===== src/common/ddr2_defines.svh =====
`ifndef DDR2_DEFINES_SVH
`define DDR2_DEFINES_SVH

// all values in controller clock cycles

// cke held low this long after reset
`define DDR2_CKE_DELAY 65536

// spacing of the init commands
`define DDR2_CMD_GAP 32

// noop time after the last init command
`define DDR2_SETTLE 256

`define DDR2_TRCD 4   // ACTV to READ/WRTE
`define DDR2_TRC 16   // ACTV to next command
`define DDR2_TRFC 32  // ARSR to next command

// average refresh interval
`define DDR2_REFI 1950

`endif

===== src/common/ddr2_geom_pkg.sv =====
package ddr2_geom_pkg;

	// bank select, three bits for an eight bank part
	typedef logic [2:0] ddr2_bank_t;

	// address pins a13..a0
	typedef logic [13:0] ddr2_addr_t;

	// row address, sent with ACTV
	typedef logic [13:0] ddr2_row_t;

	// column address, sent with READ/WRTE below a10
	typedef logic [9:0] ddr2_col_t;

endpackage


===== src/common/ddr2_cmd_pkg.sv =====
package ddr2_cmd_pkg;

	// {ras_n, cas_n, we_n} as driven on the pins
	typedef logic [2:0] ddr2_cmd_t;

	localparam ddr2_cmd_t CMD_NOOP = 3'b111; // no operation
	localparam ddr2_cmd_t CMD_ACTV = 3'b011; // open a row
	localparam ddr2_cmd_t CMD_READ = 3'b101;
	localparam ddr2_cmd_t CMD_WRTE = 3'b100;
	localparam ddr2_cmd_t CMD_BTRM = 3'b110; // burst terminate
	localparam ddr2_cmd_t CMD_PRCH = 3'b010; // close row, a10 selects all banks
	localparam ddr2_cmd_t CMD_ARSR = 3'b001; // auto refresh
	localparam ddr2_cmd_t CMD_MRST = 3'b000; // mode register set, bank picks MR/EMRx

	// request sequencer states
	typedef enum logic [1:0] {
		idle,     // waiting for a request or a refresh
		act_wait, // ACTV issued, counting down tRCD
		rw_wait,  // READ/WRTE issued, counting out tRC
		ref_wait  // ARSR issued, counting out tRFC
	} seq_state_t;

endpackage


===== src/verilog/ddr2_front.sv =====
module ddr2_front (
	input  logic                      CLK_n,
	input  logic                      RST,
	input  logic                      req,
	input  logic                      req_write,
	input  ddr2_geom_pkg::ddr2_bank_t req_bank,
	input  ddr2_geom_pkg::ddr2_row_t  req_row,
	input  ddr2_geom_pkg::ddr2_col_t  req_col,
	output logic                      busy,
	output logic                      init_done,
	output logic                      cke,
	output ddr2_cmd_pkg::ddr2_cmd_t   cmd_pin,
	output ddr2_geom_pkg::ddr2_addr_t addr_pin,
	output ddr2_geom_pkg::ddr2_bank_t bank_pin
);
	import ddr2_cmd_pkg::*;
	import ddr2_geom_pkg::*;

	logic       refresh_due;
	ddr2_cmd_t  seq_cmd; // registered in the sequencer
	ddr2_addr_t seq_addr;
	ddr2_bank_t seq_bank;

	ddr2_refresh_timer u_refresh (
		.CLK_n       (CLK_n),
		.RST         (RST),
		.init_done   (init_done),
		.refresh_due (refresh_due)
	);

	ddr2_cmd_sequencer u_seq (
		.CLK_n       (CLK_n),
		.RST         (RST),
		.init_done   (init_done),
		.refresh_due (refresh_due),
		.req         (req),
		.req_write   (req_write),
		.req_bank    (req_bank),
		.req_row     (req_row),
		.req_col     (req_col),
		.busy        (busy),
		.seq_cmd     (seq_cmd),
		.seq_addr    (seq_addr),
		.seq_bank    (seq_bank)
	);

	// last stage, owns the pins
	ddr2_initializer u_init (
		.CLK_n     (CLK_n),
		.RST       (RST),
		.cke       (cke),
		.cmd_pin   (cmd_pin),
		.addr_pin  (addr_pin),
		.bank_pin  (bank_pin),
		.seq_cmd   (seq_cmd),
		.seq_addr  (seq_addr),
		.seq_bank  (seq_bank),
		.init_done (init_done)
	);

endmodule


===== src/verilog/ddr2_cmd_sequencer.sv =====
`include "ddr2_defines.svh"

module ddr2_cmd_sequencer (
	input  logic                      CLK_n,
	input  logic                      RST,
	input  logic                      init_done,
	input  logic                      refresh_due,
	input  logic                      req,
	input  logic                      req_write,
	input  ddr2_geom_pkg::ddr2_bank_t req_bank,
	input  ddr2_geom_pkg::ddr2_row_t  req_row,
	input  ddr2_geom_pkg::ddr2_col_t  req_col,
	output logic                      busy,
	output ddr2_cmd_pkg::ddr2_cmd_t   seq_cmd,
	output ddr2_geom_pkg::ddr2_addr_t seq_addr,
	output ddr2_geom_pkg::ddr2_bank_t seq_bank
);
	import ddr2_cmd_pkg::*;
	import ddr2_geom_pkg::*;

	localparam int WAIT_MAX = (`DDR2_TRC > `DDR2_TRFC) ? `DDR2_TRC : `DDR2_TRFC;
	localparam int WAIT_W   = $clog2(WAIT_MAX + 1);

	seq_state_t        state;
	logic [WAIT_W-1:0] wait_cnt; // cycles since the last issued command
	logic              ref_pending;
	logic              ref_req;
	logic              accept;
	logic              wr_q;
	ddr2_bank_t        bank_q;
	ddr2_row_t         row_q;
	ddr2_col_t         col_q;

	assign ref_req = refresh_due | ref_pending;
	assign busy    = !init_done || state != idle || ref_req; // refresh wins over a request
	assign accept  = req && !busy;

	always_ff @(posedge CLK_n) begin
		if (accept) begin
			wr_q   <= req_write;
			bank_q <= req_bank;
			row_q  <= req_row;
			col_q  <= req_col;
		end
	end

	always_ff @(posedge CLK_n) begin
		if (!RST) begin
			state       <= idle;
			wait_cnt    <= '0;
			ref_pending <= 1'b0;
			seq_cmd     <= CMD_NOOP;
		end else begin
			seq_cmd  <= CMD_NOOP;
			wait_cnt <= wait_cnt + 1'b1;
			if (refresh_due && state != idle)
				ref_pending <= 1'b1; // hold it until idle
			case (state)
			idle: begin
				if (init_done && ref_req) begin
					seq_cmd     <= CMD_ARSR;
					ref_pending <= 1'b0;
					wait_cnt    <= WAIT_W'(1);
					state       <= ref_wait;
				end else if (accept) begin
					wait_cnt <= '0;
					state    <= act_wait;
				end
			end
			act_wait: begin
				if (wait_cnt == '0) begin
					seq_cmd  <= CMD_ACTV;
					seq_addr <= row_q;
					seq_bank <= bank_q;
				end else if (wait_cnt == WAIT_W'(`DDR2_TRCD)) begin
					seq_cmd  <= wr_q ? CMD_WRTE : CMD_READ;
					seq_addr <= {3'b000, 1'b1, col_q}; // a10 set for auto-precharge
					seq_bank <= bank_q;
					state    <= rw_wait;
				end
			end
			rw_wait: begin
				if (wait_cnt == WAIT_W'(`DDR2_TRC))
					state <= idle; // counted from the ACTV edge
			end
			ref_wait: begin
				if (wait_cnt == WAIT_W'(`DDR2_TRFC))
					state <= idle;
			end
			default: state <= idle;
			endcase
		end
	end

	// pins are still owned by the init ROM here
	assert property (@(posedge CLK_n) disable iff (!RST) !init_done |-> seq_cmd == CMD_NOOP);

endmodule


===== src/verilog/ddr2_refresh_timer.sv =====
`include "ddr2_defines.svh"

module ddr2_refresh_timer (
	input  logic CLK_n,
	input  logic RST,
	input  logic init_done,
	output logic refresh_due
);
	localparam int REFI_W = $clog2(`DDR2_REFI);

	logic [REFI_W-1:0] interval_cnt;

	always_ff @(posedge CLK_n) begin
		if (!RST) begin
			interval_cnt <= '0;
			refresh_due  <= 1'b0;
		end else if (!init_done) begin
			interval_cnt <= '0; // no refreshes during power-up
			refresh_due  <= 1'b0;
		end else if (interval_cnt == REFI_W'(`DDR2_REFI - 1)) begin
			interval_cnt <= '0;
			refresh_due  <= 1'b1;
		end else begin
			interval_cnt <= interval_cnt + 1'b1;
			refresh_due  <= 1'b0;
		end
	end

	// sequencer counts pulses, a stretched one would be served twice
	assert property (@(posedge CLK_n) disable iff (!RST) refresh_due |=> !refresh_due);

endmodule


===== src/ddr2_init/ddr2_initializer.sv =====
`include "ddr2_defines.svh"

module ddr2_initializer (
	input  logic                      CLK_n,
	input  logic                      RST,
	output logic                      cke,
	output ddr2_cmd_pkg::ddr2_cmd_t   cmd_pin,
	output ddr2_geom_pkg::ddr2_addr_t addr_pin,
	output ddr2_geom_pkg::ddr2_bank_t bank_pin,
	input  ddr2_cmd_pkg::ddr2_cmd_t   seq_cmd,
	input  ddr2_geom_pkg::ddr2_addr_t seq_addr,
	input  ddr2_geom_pkg::ddr2_bank_t seq_bank,
	output logic                      init_done
);
	import ddr2_cmd_pkg::*;
	import ddr2_geom_pkg::*;

	localparam int DELAY_W  = $clog2(`DDR2_CKE_DELAY);
	localparam int GAP_W    = $clog2(`DDR2_CMD_GAP);
	localparam int SETTLE_W = $clog2(`DDR2_SETTLE);
	localparam int ROM_LEN  = 11;

	logic [DELAY_W-1:0]  delay_cnt;
	logic [GAP_W-1:0]    gap_cnt;
	logic [SETTLE_W-1:0] settle_cnt;
	logic [3:0]          stage_cnt; // next rom entry, ROM_LEN when done

	ddr2_cmd_t  rom_cmd;
	ddr2_addr_t rom_addr;
	ddr2_bank_t rom_bank;

	ddr2_cmd_t  ini_cmd;
	ddr2_addr_t ini_addr;
	ddr2_bank_t ini_bank;

	// sequencer takes over the pins once init is done
	assign cmd_pin  = init_done ? seq_cmd : ini_cmd;
	assign addr_pin = init_done ? seq_addr : ini_addr;
	assign bank_pin = init_done ? seq_bank : ini_bank;

	// jedec power-up list
	always_comb begin
		rom_cmd  = CMD_MRST;
		rom_addr = 14'h400;
		rom_bank = 3'h0;
		case (stage_cnt)
		4'h0: begin
			rom_cmd  = CMD_PRCH; // precharge all
			rom_bank = 3'h1;
		end
		4'h1: begin
			rom_addr = 14'h000; // emr2
			rom_bank = 3'h2;
		end
		4'h2: begin
			rom_addr = 14'h000; // emr3
			rom_bank = 3'h3;
		end
		4'h3: begin
			rom_addr = 14'h780; // emr, ocd default
			rom_bank = 3'h1;
		end
		4'h4: rom_addr = 14'h532; // mr with dll reset
		4'h5: rom_cmd = CMD_PRCH;
		4'h6: rom_cmd = CMD_ARSR;
		4'h7: rom_cmd = CMD_ARSR;
		4'h8: rom_addr = 14'h432; // mr, dll reset cleared
		4'h9: begin
			rom_addr = 14'h780; // emr, ocd default
			rom_bank = 3'h1;
		end
		4'ha: rom_bank = 3'h1; // emr, ocd exit
		default: rom_cmd = CMD_NOOP;
		endcase
	end

	always_ff @(posedge CLK_n) begin
		if (!RST) begin
			cke        <= 1'b0;
			init_done  <= 1'b0;
			delay_cnt  <= '0;
			gap_cnt    <= '0;
			settle_cnt <= '0;
			stage_cnt  <= '0;
			ini_cmd    <= CMD_NOOP;
		end else begin
			ini_cmd <= CMD_NOOP; // only one cycle per command
			if (!cke) begin
				delay_cnt <= delay_cnt + 1'b1;
				if (delay_cnt == DELAY_W'(`DDR2_CKE_DELAY - 1))
					cke <= 1'b1;
			end else if (stage_cnt != 4'(ROM_LEN)) begin
				gap_cnt <= gap_cnt + 1'b1;
				if (gap_cnt == GAP_W'(`DDR2_CMD_GAP - 1)) begin
					ini_cmd   <= rom_cmd;
					ini_addr  <= rom_addr;
					ini_bank  <= rom_bank;
					stage_cnt <= stage_cnt + 1'b1;
					gap_cnt   <= '0;
				end
			end else if (!init_done) begin
				settle_cnt <= settle_cnt + 1'b1;
				if (settle_cnt == SETTLE_W'(`DDR2_SETTLE - 1))
					init_done <= 1'b1;
			end
		end
	end

	// nothing reaches the part before the clock is enabled
	assert property (@(posedge CLK_n) disable iff (!RST) !cke |-> cmd_pin == CMD_NOOP);

	// handover to the sequencer is one way
	assert property (@(posedge CLK_n) disable iff (!RST) init_done |=> init_done);

endmodule


===== config.mk =====
export PLATFORM = sky130hd
export DESIGN_NAME = ddr2_front
export DESIGN_NICKNAME = d
export VERILOG_FILES = /design/src/common/ddr2_geom_pkg.sv /design/src/common/ddr2_cmd_pkg.sv /design/src/verilog/ddr2_front.sv /design/src/verilog/ddr2_cmd_sequencer.sv /design/src/verilog/ddr2_refresh_timer.sv /design/src/ddr2_init/ddr2_initializer.sv
export VERILOG_INCLUDE_DIRS = /design/src /design/src/common
export SDC_FILE = /design/constraint.sdc
export NUM_CORES = 1
export LEC_CHECK = 0
export BUFFER_PORTS_ARGS = -buffer_cell sky130_fd_sc_hd__buf_4
export CAP_MARGIN = 20
export CORE_UTILIZATION = 50
export DETAILED_ROUTE_END_ITERATION = 10
export PLACE_DENSITY = 0.79
export SLEW_MARGIN = 20
export SYNTH_ARGS = -nofsm -noshare
export SYNTH_HDL_FRONTEND = slang
export SYNTH_SLANG_ARGS = --single-unit

===== constraint.sdc =====
create_clock -name CLK_n -period 4.8 [get_ports CLK_n]
set_input_delay 0.24 -clock CLK_n [delete_from_list [all_inputs] [get_ports CLK_n]]
set_output_delay 0.24 -clock CLK_n [all_outputs]
set_load 0.05 [all_outputs]

; Yosys cells after proc, flatten, opt, wreduce, memory -nomap -nowiden
; Index checks and enable logic that the tools add are counted.
[word_totals]
word_cells = 118
input_bits = 31
ff_bits = 124
output_inout_bits = 23
[classes]
reduce_logical = 27
bitwise = 4
addsub = 6
muxes = 34
eq_ne = 26
[op_table]
columns = op, count
row1 = $pmux W11 S4, 1
row2 = $mux W14, 3
row3 = $mux W3, 7
row4 = $mux W6, 3
row5 = $add A16 B1 Y16 const B, 1
row6 = $eq A16 B16 Y1 const B, 1
row7 = $eq A4 B3 Y1 const B, 4
row8 = $eq A4 B4 Y1 const B, 3
row9 = $mux W2, 6
row10 = $add A11 B1 Y11 const B, 1
row11 = $eq A11 B11 Y1 const B, 1
row12 = $mux W1, 9
row13 = $pmux W3 S3, 1
row14 = $reduce_and A3 Y1, 3
row15 = $add A8 B1 Y8 const B, 1
row16 = $eq A4 B2 Y1 const B, 2
row17 = $eq A8 B8 Y1 const B, 1
row18 = $pmux W2 S4, 1
row19 = $reduce_or A2 Y1, 4
row20 = $reduce_or A7 Y1, 1
row21 = $add A6 B1 Y6 const B, 1
row22 = $eq A6 B3 Y1 const B, 1
row23 = $eq A6 B5 Y1 const B, 1
row24 = $eq A6 B6 Y1 const B, 1
row25 = 27 further kinds, 39

; Logic depth before layout (Yosys ltp)
; Gate-level depths: netlist of run 1.
[depth]
ltp_word = 8
mapped_depth = 7
depth_no_buf = 6

; Hierarchy
; A second synthesis of run 1 with hierarchy kept.
[unflattened]
cells_unflattened = 442
area_unflattened_um2 = 5028.6
[by_module_without_submodules]
columns = module, seq_area_each_um2, area_each_um2, cells_per_inst, instances
row1 = ddr2_initializer, 940.9, 2306.0, 249, 1
row2 = ddr2_cmd_sequencer, 1591.5, 2172.1, 135, 1
row3 = ddr2_refresh_timer, 240.2, 550.5, 58, 1

; Worst setup path after synthesis of run 1
; Ideal clock, no wire load.
[synth_path]
kind = flip-flop to flip-flop
start = register u_init.init_done
end = register u_seq.bank_q[0] (enable)
n_path_buf = 1
t_required_ps = 4412
setup_time_ps = 388
arrival_time_ps = 2051
path_slack_ps = 2361
synth_period_minus_slack_ps = 2439
path_stages_with_launch = 4
cell_sequence = dfxtp_1 > buf_2 > nor3b_1 > and3_1
[synth_via]
elab_chain_len = 5
[synth_rtl]
columns = item, line_no
row1 = from (decl), ddr2_initializer.sv:13  ; output logic init_done
row2 = from (signal assigned), ddr2_initializer.sv:80  ; init_done <= 1'b0;
row3 = from (signal assigned), ddr2_initializer.sv:104  ; init_done <= 1'b1;
row4 = $logic_not A1 Y1, n/a
row5 = $logic_or A1 B1 Y1 (2 in series), ddr2_cmd_sequencer.sv:35  ; assign busy = !init_done || state != idle || ref_req;
row6 = $logic_not A1 Y1, ddr2_cmd_sequencer.sv:36  ; assign accept = req && !busy;
row7 = $logic_and A1 B1 Y1, ddr2_cmd_sequencer.sv:36
row8 = net u_seq.accept, ddr2_cmd_sequencer.sv:28  ; logic accept;
row9 = to (signal assigned), ddr2_cmd_sequencer.sv:41  ; bank_q <= req_bank;
row10 = to (decl), ddr2_cmd_sequencer.sv:30  ; ddr2_bank_t bank_q;
; The timed path passes the listed nets, and every way through them passes these cells.
; A chain may end at the register's enable or synchronous reset.

; Worst setup path after layout of run 1
[layout_path]
start = register u_seq.wait_cnt[0]
end = register u_seq.seq_addr[0] (data pin)
[layout_via]
elab_chain_len = 2
[layout_rtl]
columns = item, line_no
row1 = from (decl), ddr2_cmd_sequencer.sv:25  ; logic [WAIT_W-1:0] wait_cnt;
row2 = from (signal assigned), ddr2_cmd_sequencer.sv:55  ; wait_cnt <= wait_cnt + 1'b1;
row3 = $logic_not A6 Y1, ddr2_cmd_sequencer.sv:71  ; if (wait_cnt == '0) begin
row4 = $mux W14, ddr2_cmd_sequencer.sv:71
row5 = to (signal assigned), ddr2_cmd_sequencer.sv:73  ; seq_addr <= row_q;
row6 = to (signal assigned), ddr2_cmd_sequencer.sv:77  ; seq_addr <= {3'b000, 1'b1, col_q};
row7 = to (decl), ddr2_cmd_sequencer.sv:15  ; output ddr2_geom_pkg::ddr2_addr_t seq_addr,
; Every way passes these cells.

==> flow_summary.ini, run 1 <==
[critical_path]
critPathCaptureType = flip-flop
reg2reg_to = u_seq.seq_addr[0]
r2r_start = u_seq.wait_cnt[0]
start_kind = flip-flop
r2r_cells = 5
arrival_ns = 2.30
cp.required_ns = 5.05
crit_end = u_seq.seq_addr[0]
regToRegSetupSlack_ns = 2.76
startpoint = u_seq.wait_cnt[0]
cp_max_fo = 14
critPathKind = flip-flop to flip-flop

[yosys]
synth_warnings = 0
synth_seq_area_share_pct = 57.2
postSynth.asyncResetShare_pct = 0
ys_seq_elements = 113
syn_nets = 483
netlist_instances = 440
yosysUniqueCellTypes = 51
ys.flop_type = dfxtp_1
syn_area_sq_um = 4850
synth_edf_count = 51
syn_avg_cell_area_sq_um = 11.0

[drt]
wl_met2_mm = 4.98
wl_met1_mm = 4.07
antenna_left = 0
vias_per_cell = 5.16
drt_iter0_markers = 162
dr_wl_met3_um = 273
vias = 3449
avgRoutedWirePerCell_um = 14.1
drc = 0
drtPass1Iterations = 5
routed.top_layer = met4
postRouteWirelength_mm = 9.44

[placement]
gp_congestion = 0.809
hpwl_mm = 5.68
io_buffers = 53

[clock_tree]
clockBufferDepth = 2
cts_tree = done
post_cts_buffers = 0
cts.sinks = 113
cts_htree_levels = 4
insertion_delay_ns = 0.51
root_buffer = clkbuf_8
numCtsBuffers = 17
cts.reportedPaths.clkPinSlew_ns = 0.06

[sta]
hold-worst-slack_ns = 0.0390
setup_viol = 0
slew_headroom_pct = 59.5
fmax_ghz = 0.490
slew_violations = 0
finClkSkew_ns = 0.0120
fin_crit_ns = 2.04
rsz0062_at_grt = false
hold_viol = 0
fin_setup_tns_ns = 0
fin_crit_sh_pct = 42.5
worst_pin_slew_ns = 0.606

[pwr]
fin_total_pwr_uw = 2360
p_seq_share_pct = 43.0
power_density_nw_per_um2 = 380
p_clk_share_pct = 53.2
ir_drop_v = 0.000234
p_switching_uw = 500
p_leak_uw = 0.00230
pwr-share-comb_pct = 3.8
p_int_uw = 1860
switching_share_pct = 21.2

[die]
die_h_um = 100
core_sq_um = 9330
start_util_pct = 52.0
dieWidth_um = 100
die-area_sq_um = 10100
ios = 54
fp-row-count = 35

[layout]
num-fill-cells = 681
diodes = 0
final_net_count = 570
multiInputGateArea_sq_um = 1940
area_delta_synth_final_pct = 28.3
regArea_sq_um = 2770
layout-drive-gt1-share_pct = 21.3

[global_route]
grt.overflow.total = 0
grt_max_degree = 38
track_usage_pct = 20.4
antenna_found_initial = 0
first_global_vias = 3438
grt_pass1_wl_mm = 15.6

[run]
cap_violations = 0

[worst_hold_path]
hold_path.class = input pin to flip-flop

[run_status]
status = finished, final reports clean
logic make-up (layout without fill, tap and decap cells):
| group | after synthesis | count (layout) | share of synthesized area, % |
|---|---|---|---|
| fa+ha+maj | 12 | 12 | 3.10 |
| buf+inv | 29 | 129 | 2.81 |
| xor+xnor | 34 | 34 | 6.15 |
| flops | 113 | 113 | 57.2 |
| mux | 22 | 22 | 5.45 |
| compound gates | 37 | 37 | 4.78 |
| simple gates | 193 | 193 | 20.5 |
state kept, by name, summed over array words and instances (netlist names), 5 cells and up:
signal,flops
u_init.delay_cnt,16
u_init.gap_cnt,5
u_init.settle_cnt,8
u_refresh.interval_cnt,11
u_seq.col_q,10
u_seq.row_q,14
u_seq.seq_addr,14
u_seq.wait_cnt,6
cells in the final DEF, fill, tap and decap left out, types with 12 or more instances in the layout:
cell / n
nor2_1: 64
dfxtp_1: 62
buf_4: 56
edfxtp_1: 51
nand2_1: 37
dlygate4sd3_1: 28
xnor2_1: 27
nand3_1: 20
clkbuf_16: 16
nor3_1: 13
a21oi_1: 13
inv_1: 12
and2_1: 12
ha_1: 12
layout make-up:
class / instances / share of cell area [%]
well taps: 129 / 2.60
repair buffers: 84 / 11.3
clock buffers: 18 / 6.72
flip-flops and latches: 113 / 44.6
multi-input cells: 298 / 31.1
inverters: 13 / 0.785
clock inverters: 14 / 2.90
worst min-delay path by stage:
| stage | startpoint | endpoint | slack [ns] | cells after the start |
|---|---|---|---|---|
| after floorplan | req_bank[0] | u_seq.bank_q[0] | 0.34 | 0 |
| after global placement | u_seq.bank_q[1] | u_seq.seq_bank[1] | 0.41 | 0 |
| after detailed placement | u_seq.bank_q[2] | u_seq.seq_bank[2] | 0.41 | 0 |
| after CTS | req | u_seq.wait_cnt[0] | 0.02 | 4 |
| after global routing | req | u_seq.wait_cnt[0] | 0.04 | 4 |
| final | req | u_seq.wait_cnt[0] | 0.04 | 4 |
per-stage QoR:
step | utilization [%] | std cells | instance area, sq um | worst slack [ns]
3_3_place_gp | 57.3 | 609 | 5340 | 2.86
6_report | 66.7 | 669 | 6220 | 2.76
2_1_floorplan | - | 440 | 4850 | 2.36
4_1_cts | 66.7 | 669 | 6220 | 2.76
3_5_place_dp | 57.3 | 609 | 5340 | 2.82
5_1_grt | 66.7 | 669 | 6220 | 2.65
power groups by stage:
| stage | Clock, uW | Combinational, uW | Sequential, uW |
|---|---|---|---|
| finish | 1260 | 90.5 | 1010 |
| detailed placement | 0 | 69.8 | 1030 |
| global route | 1320 | 98.1 | 1010 |
| floorplan | 0 | 50.8 | 1030 |
| global placement | 0 | 67.8 | 1030 |
| CTS | 1270 | 89.5 | 1010 |
timing repair:
action,4_1_cts,5_1_grt
gates resized for setup,0,0
hold buffers,28,0
endpoints found under the hold margin,28,0
Yosys cell counts (6+ instances only):
cell type / instances / area (sq um)
a21oi_1: 13 / 65.1
and2_1: 12 / 75.1
clkbuf_1: 8 / 30.0
dfxtp_1: 62 / 1240
edfxtp_1: 51 / 1530
ha_1: 12 / 150
inv_1: 12 / 45.0
mux2_2: 11 / 124
mux2_4: 6 / 90.1
nand2_1: 37 / 139
nand2b_1: 8 / 50.1
nand3_1: 20 / 100
nand4_1: 6 / 37.5
nor2_1: 64 / 240
nor3_1: 13 / 65.1
nor4_1: 6 / 37.5
o21ai_0: 9 / 45.0
xnor2_1: 27 / 236
xor2_1: 7 / 61.3
critical path, cell delays in order, from the launching register on:
cell and delay [ns]:
dfxtp_1 0.32, inv_1 0.08, ha_1 0.18, or4b_4 0.53, nor2_8 0.30, mux2_2 0.38
layer usage:
metal / track usage, % / vias to the layer above
li1: - / 1729
met1: 23.0 / 1651
met2: 35.4 / 59
met3: 6.48 / 10
met4: 8.92 / 0
met5: 0 / -
Power figures use the tool's default switching activity.
==> run 2, diff against run 1 <==
Clock period 4.8 ns to 1.9 ns, I/O delays scaled along.
==> flow_summary.ini, run 2 (synthesis results as in run 1) <==
[sta]
setup_viol = 0
finClkSkew_ns = 0.0113
worst_pin_slew_ns = 0.598
hold-worst-slack_ns = 0.288
slew_headroom_pct = 60.1
fmax_ghz = 0.529
slew_violations = 0
rsz0062_at_grt = true
fin_crit_ns = 1.89
fin_crit_sh_pct = 99.5
hold_viol = 0

[layout]
top_register = u_init.delay_cnt
reg_top3 = u_init.delay_cnt x16, u_seq.row_q x14, u_seq.seq_addr x14
diodes = 0
final_common_cell = buf_4
most-common-layout-cells = buf_4 (71), nor2_1 (63), dfxtp_1 (59)
largest_reg_flops = 16
layout-drive-gt1-share_pct = 25.5
layoutNonFillerInstCount = 689
final_net_count = 590
area_delta_synth_final_pct = 32.6

[run_status]
status = finished, final reports clean

[critical_path]
r2r_start = u_seq.wait_cnt[1]
regToRegSetupSlack_ns = 0.01
critical_path.max_stage_delay_ns = 0.53
crit_chain = inv_2 -> ha_4 -> or4b_4 -> nor2_8 -> mux2_4
cp.required_ns = 2.17
critPathCaptureType = flip-flop
start_kind = flip-flop
cp_max_fo = 7
crit_family = simple AND/OR/NAND/NOR gates
critPathKind = flip-flop to flip-flop
cpMaxStageDelayCell = or4b_4
arrival_ns = 2.16
reg2reg_to = u_seq.seq_addr[2]
path_buf_inv = 1
r2r_cells = 5

[global_route]
antenna_found_initial = 0
grt_max_degree = 37
first_global_vias = 3662
grt.overflow.total = 0
track_usage_pct = 22.5
grt_pass1_wl_mm = 17.3

[clock_tree]
clockBufferDepth = 2
cts_htree_levels = 4
insertion_delay_ns = 0.52
numCtsBuffers = 17
cts.sinks = 113
cts_tree = done
root_buffer = clkbuf_8
cts.reportedPaths.clkPinSlew_ns = 0.06

[pwr]
power_density_nw_per_um2 = 920
ir_drop_v = 0.000645
p_leak_uw = 0.00239

[die]
dieWidth_um = 100
ios = 54
die_h_um = 100
core_sq_um = 9330
fp-row-count = 35
die-area_sq_um = 10100
start_util_pct = 52.0

[drt]
drtPass1Iterations = 5
vias_per_cell = 5.34
postRouteWirelength_mm = 10.6
avgRoutedWirePerCell_um = 15.4
vias = 3676
drt_iter0_markers = 184
drc = 0
antenna_left = 0

[worst_hold_path]
whs_path_depth = 2
min_from = req_row[3]
hold_end = u_seq.row_q[3]
hold_path.class = input pin to flip-flop

[placement]
hpwl_mm = 5.95
gp_congestion = 0.805
io_buffers = 53
place_inst = 621

[run]
cap_violations = 0
[run 2: cell types whose count changed in the layout (fill, tap and decap cells not counted), moves of 2 or more]
| cell | delta |
|---|---|
| inv_1 | -2 |
| dfxtp_2 | +3 |
| mux2_2 | -4 |
| inv_2 | +2 |
| ha_4 | +2 |
| buf_4 | +15 |
| nor2_4 | +2 |
| dfxtp_1 | -3 |
| dlygate4sd3_1 | +2 |
| ha_1 | -3 |
| mux2_4 | +4 |
[run 2: worst max path at each step]
stage / slack (ns) / start / cells past startpoint / end
5_1_grt: -0.02 / u_seq.wait_cnt[1] / 5 / u_seq.seq_addr[2]
2_1_floorplan: 0.04 / u_seq.wait_cnt[0] / 6 / u_seq.seq_addr[4]
6_report: 0.01 / u_seq.wait_cnt[1] / 5 / u_seq.seq_addr[2]
4_1_cts: 0.03 / u_seq.wait_cnt[1] / 5 / u_seq.seq_addr[2]
3_5_place_dp: -0.05 / u_seq.wait_cnt[0] / 5 / u_seq.seq_addr[2]
3_3_place_gp: -0.002 / u_seq.wait_cnt[0] / 5 / u_seq.seq_addr[1]
[run 2: timing repair]
item | CTS | global route
buffers inserted | 3 | 2
pin swaps | 2 | 2
endpoints found under the hold margin | 38 | 0
resized for setup | 10 | 4
endpoints found under the setup margin | 10 | 21
gates cloned | 1 | 0
hold buffers | 30 | 0
[run 2: worst reg2reg max path, cell delays in order (launching register included)]
cell and delay (ns):
dfxtp_2 0.33, inv_2 0.07, ha_4 0.13, or4b_4 0.53
nor2_8 0.24, mux2_4 0.34
[run 2: area by class of cell]
| cell class | instances | area, sq um |
|---|---|---|
| clock buffers | 17 | 414 |
| fillers | 629 | 2900 |
| flip-flops and latches | 113 | 2780 |
| inverters | 13 | 48.8 |
| clock inverters | 15 | 158 |
| well taps | 129 | 161 |
| repair buffers | 103 | 865 |
| multi-input cells | 299 | 2000 |
[run 2: stage by stage]
step / cell area [sq um] / setup slack, ns / TNS [ns] / util, % / power, uW
global placement: 5460 / -0.00225 / -0.00601 / 58.5 / 2800
detailed placement: 5460 / -0.0469 / -0.178 / 58.5 / 2810
global route: 6430 / -0.0220 / -0.0424 / 68.9 / 6070
CTS: 6390 / 0.0275 / 0 / 68.5 / 5910
finish: 6430 / 0.00977 / 0 / 68.9 / 5910
floorplan: 4860 / 0.0406 / 0 / - / 2740
[run 2: power breakdown]
group,switching (uW),internal (uW)
combinational,116,175
sequential,16.1,2550
clock,1180,1870
total,1310,4600
[run 2: layer usage]
metal  global-route usage (%)  vias to the layer above  routed length, um  part of all wire [%]
li1                         -                     1767                  -                     -
met1                     26.4                     1762               4410                    42
met3                     5.08                       27                446                   4.2
met5                        0                        -                  0                     0
met2                     39.7                      120               5490                    52
met4                     9.36                        0                231                   2.2
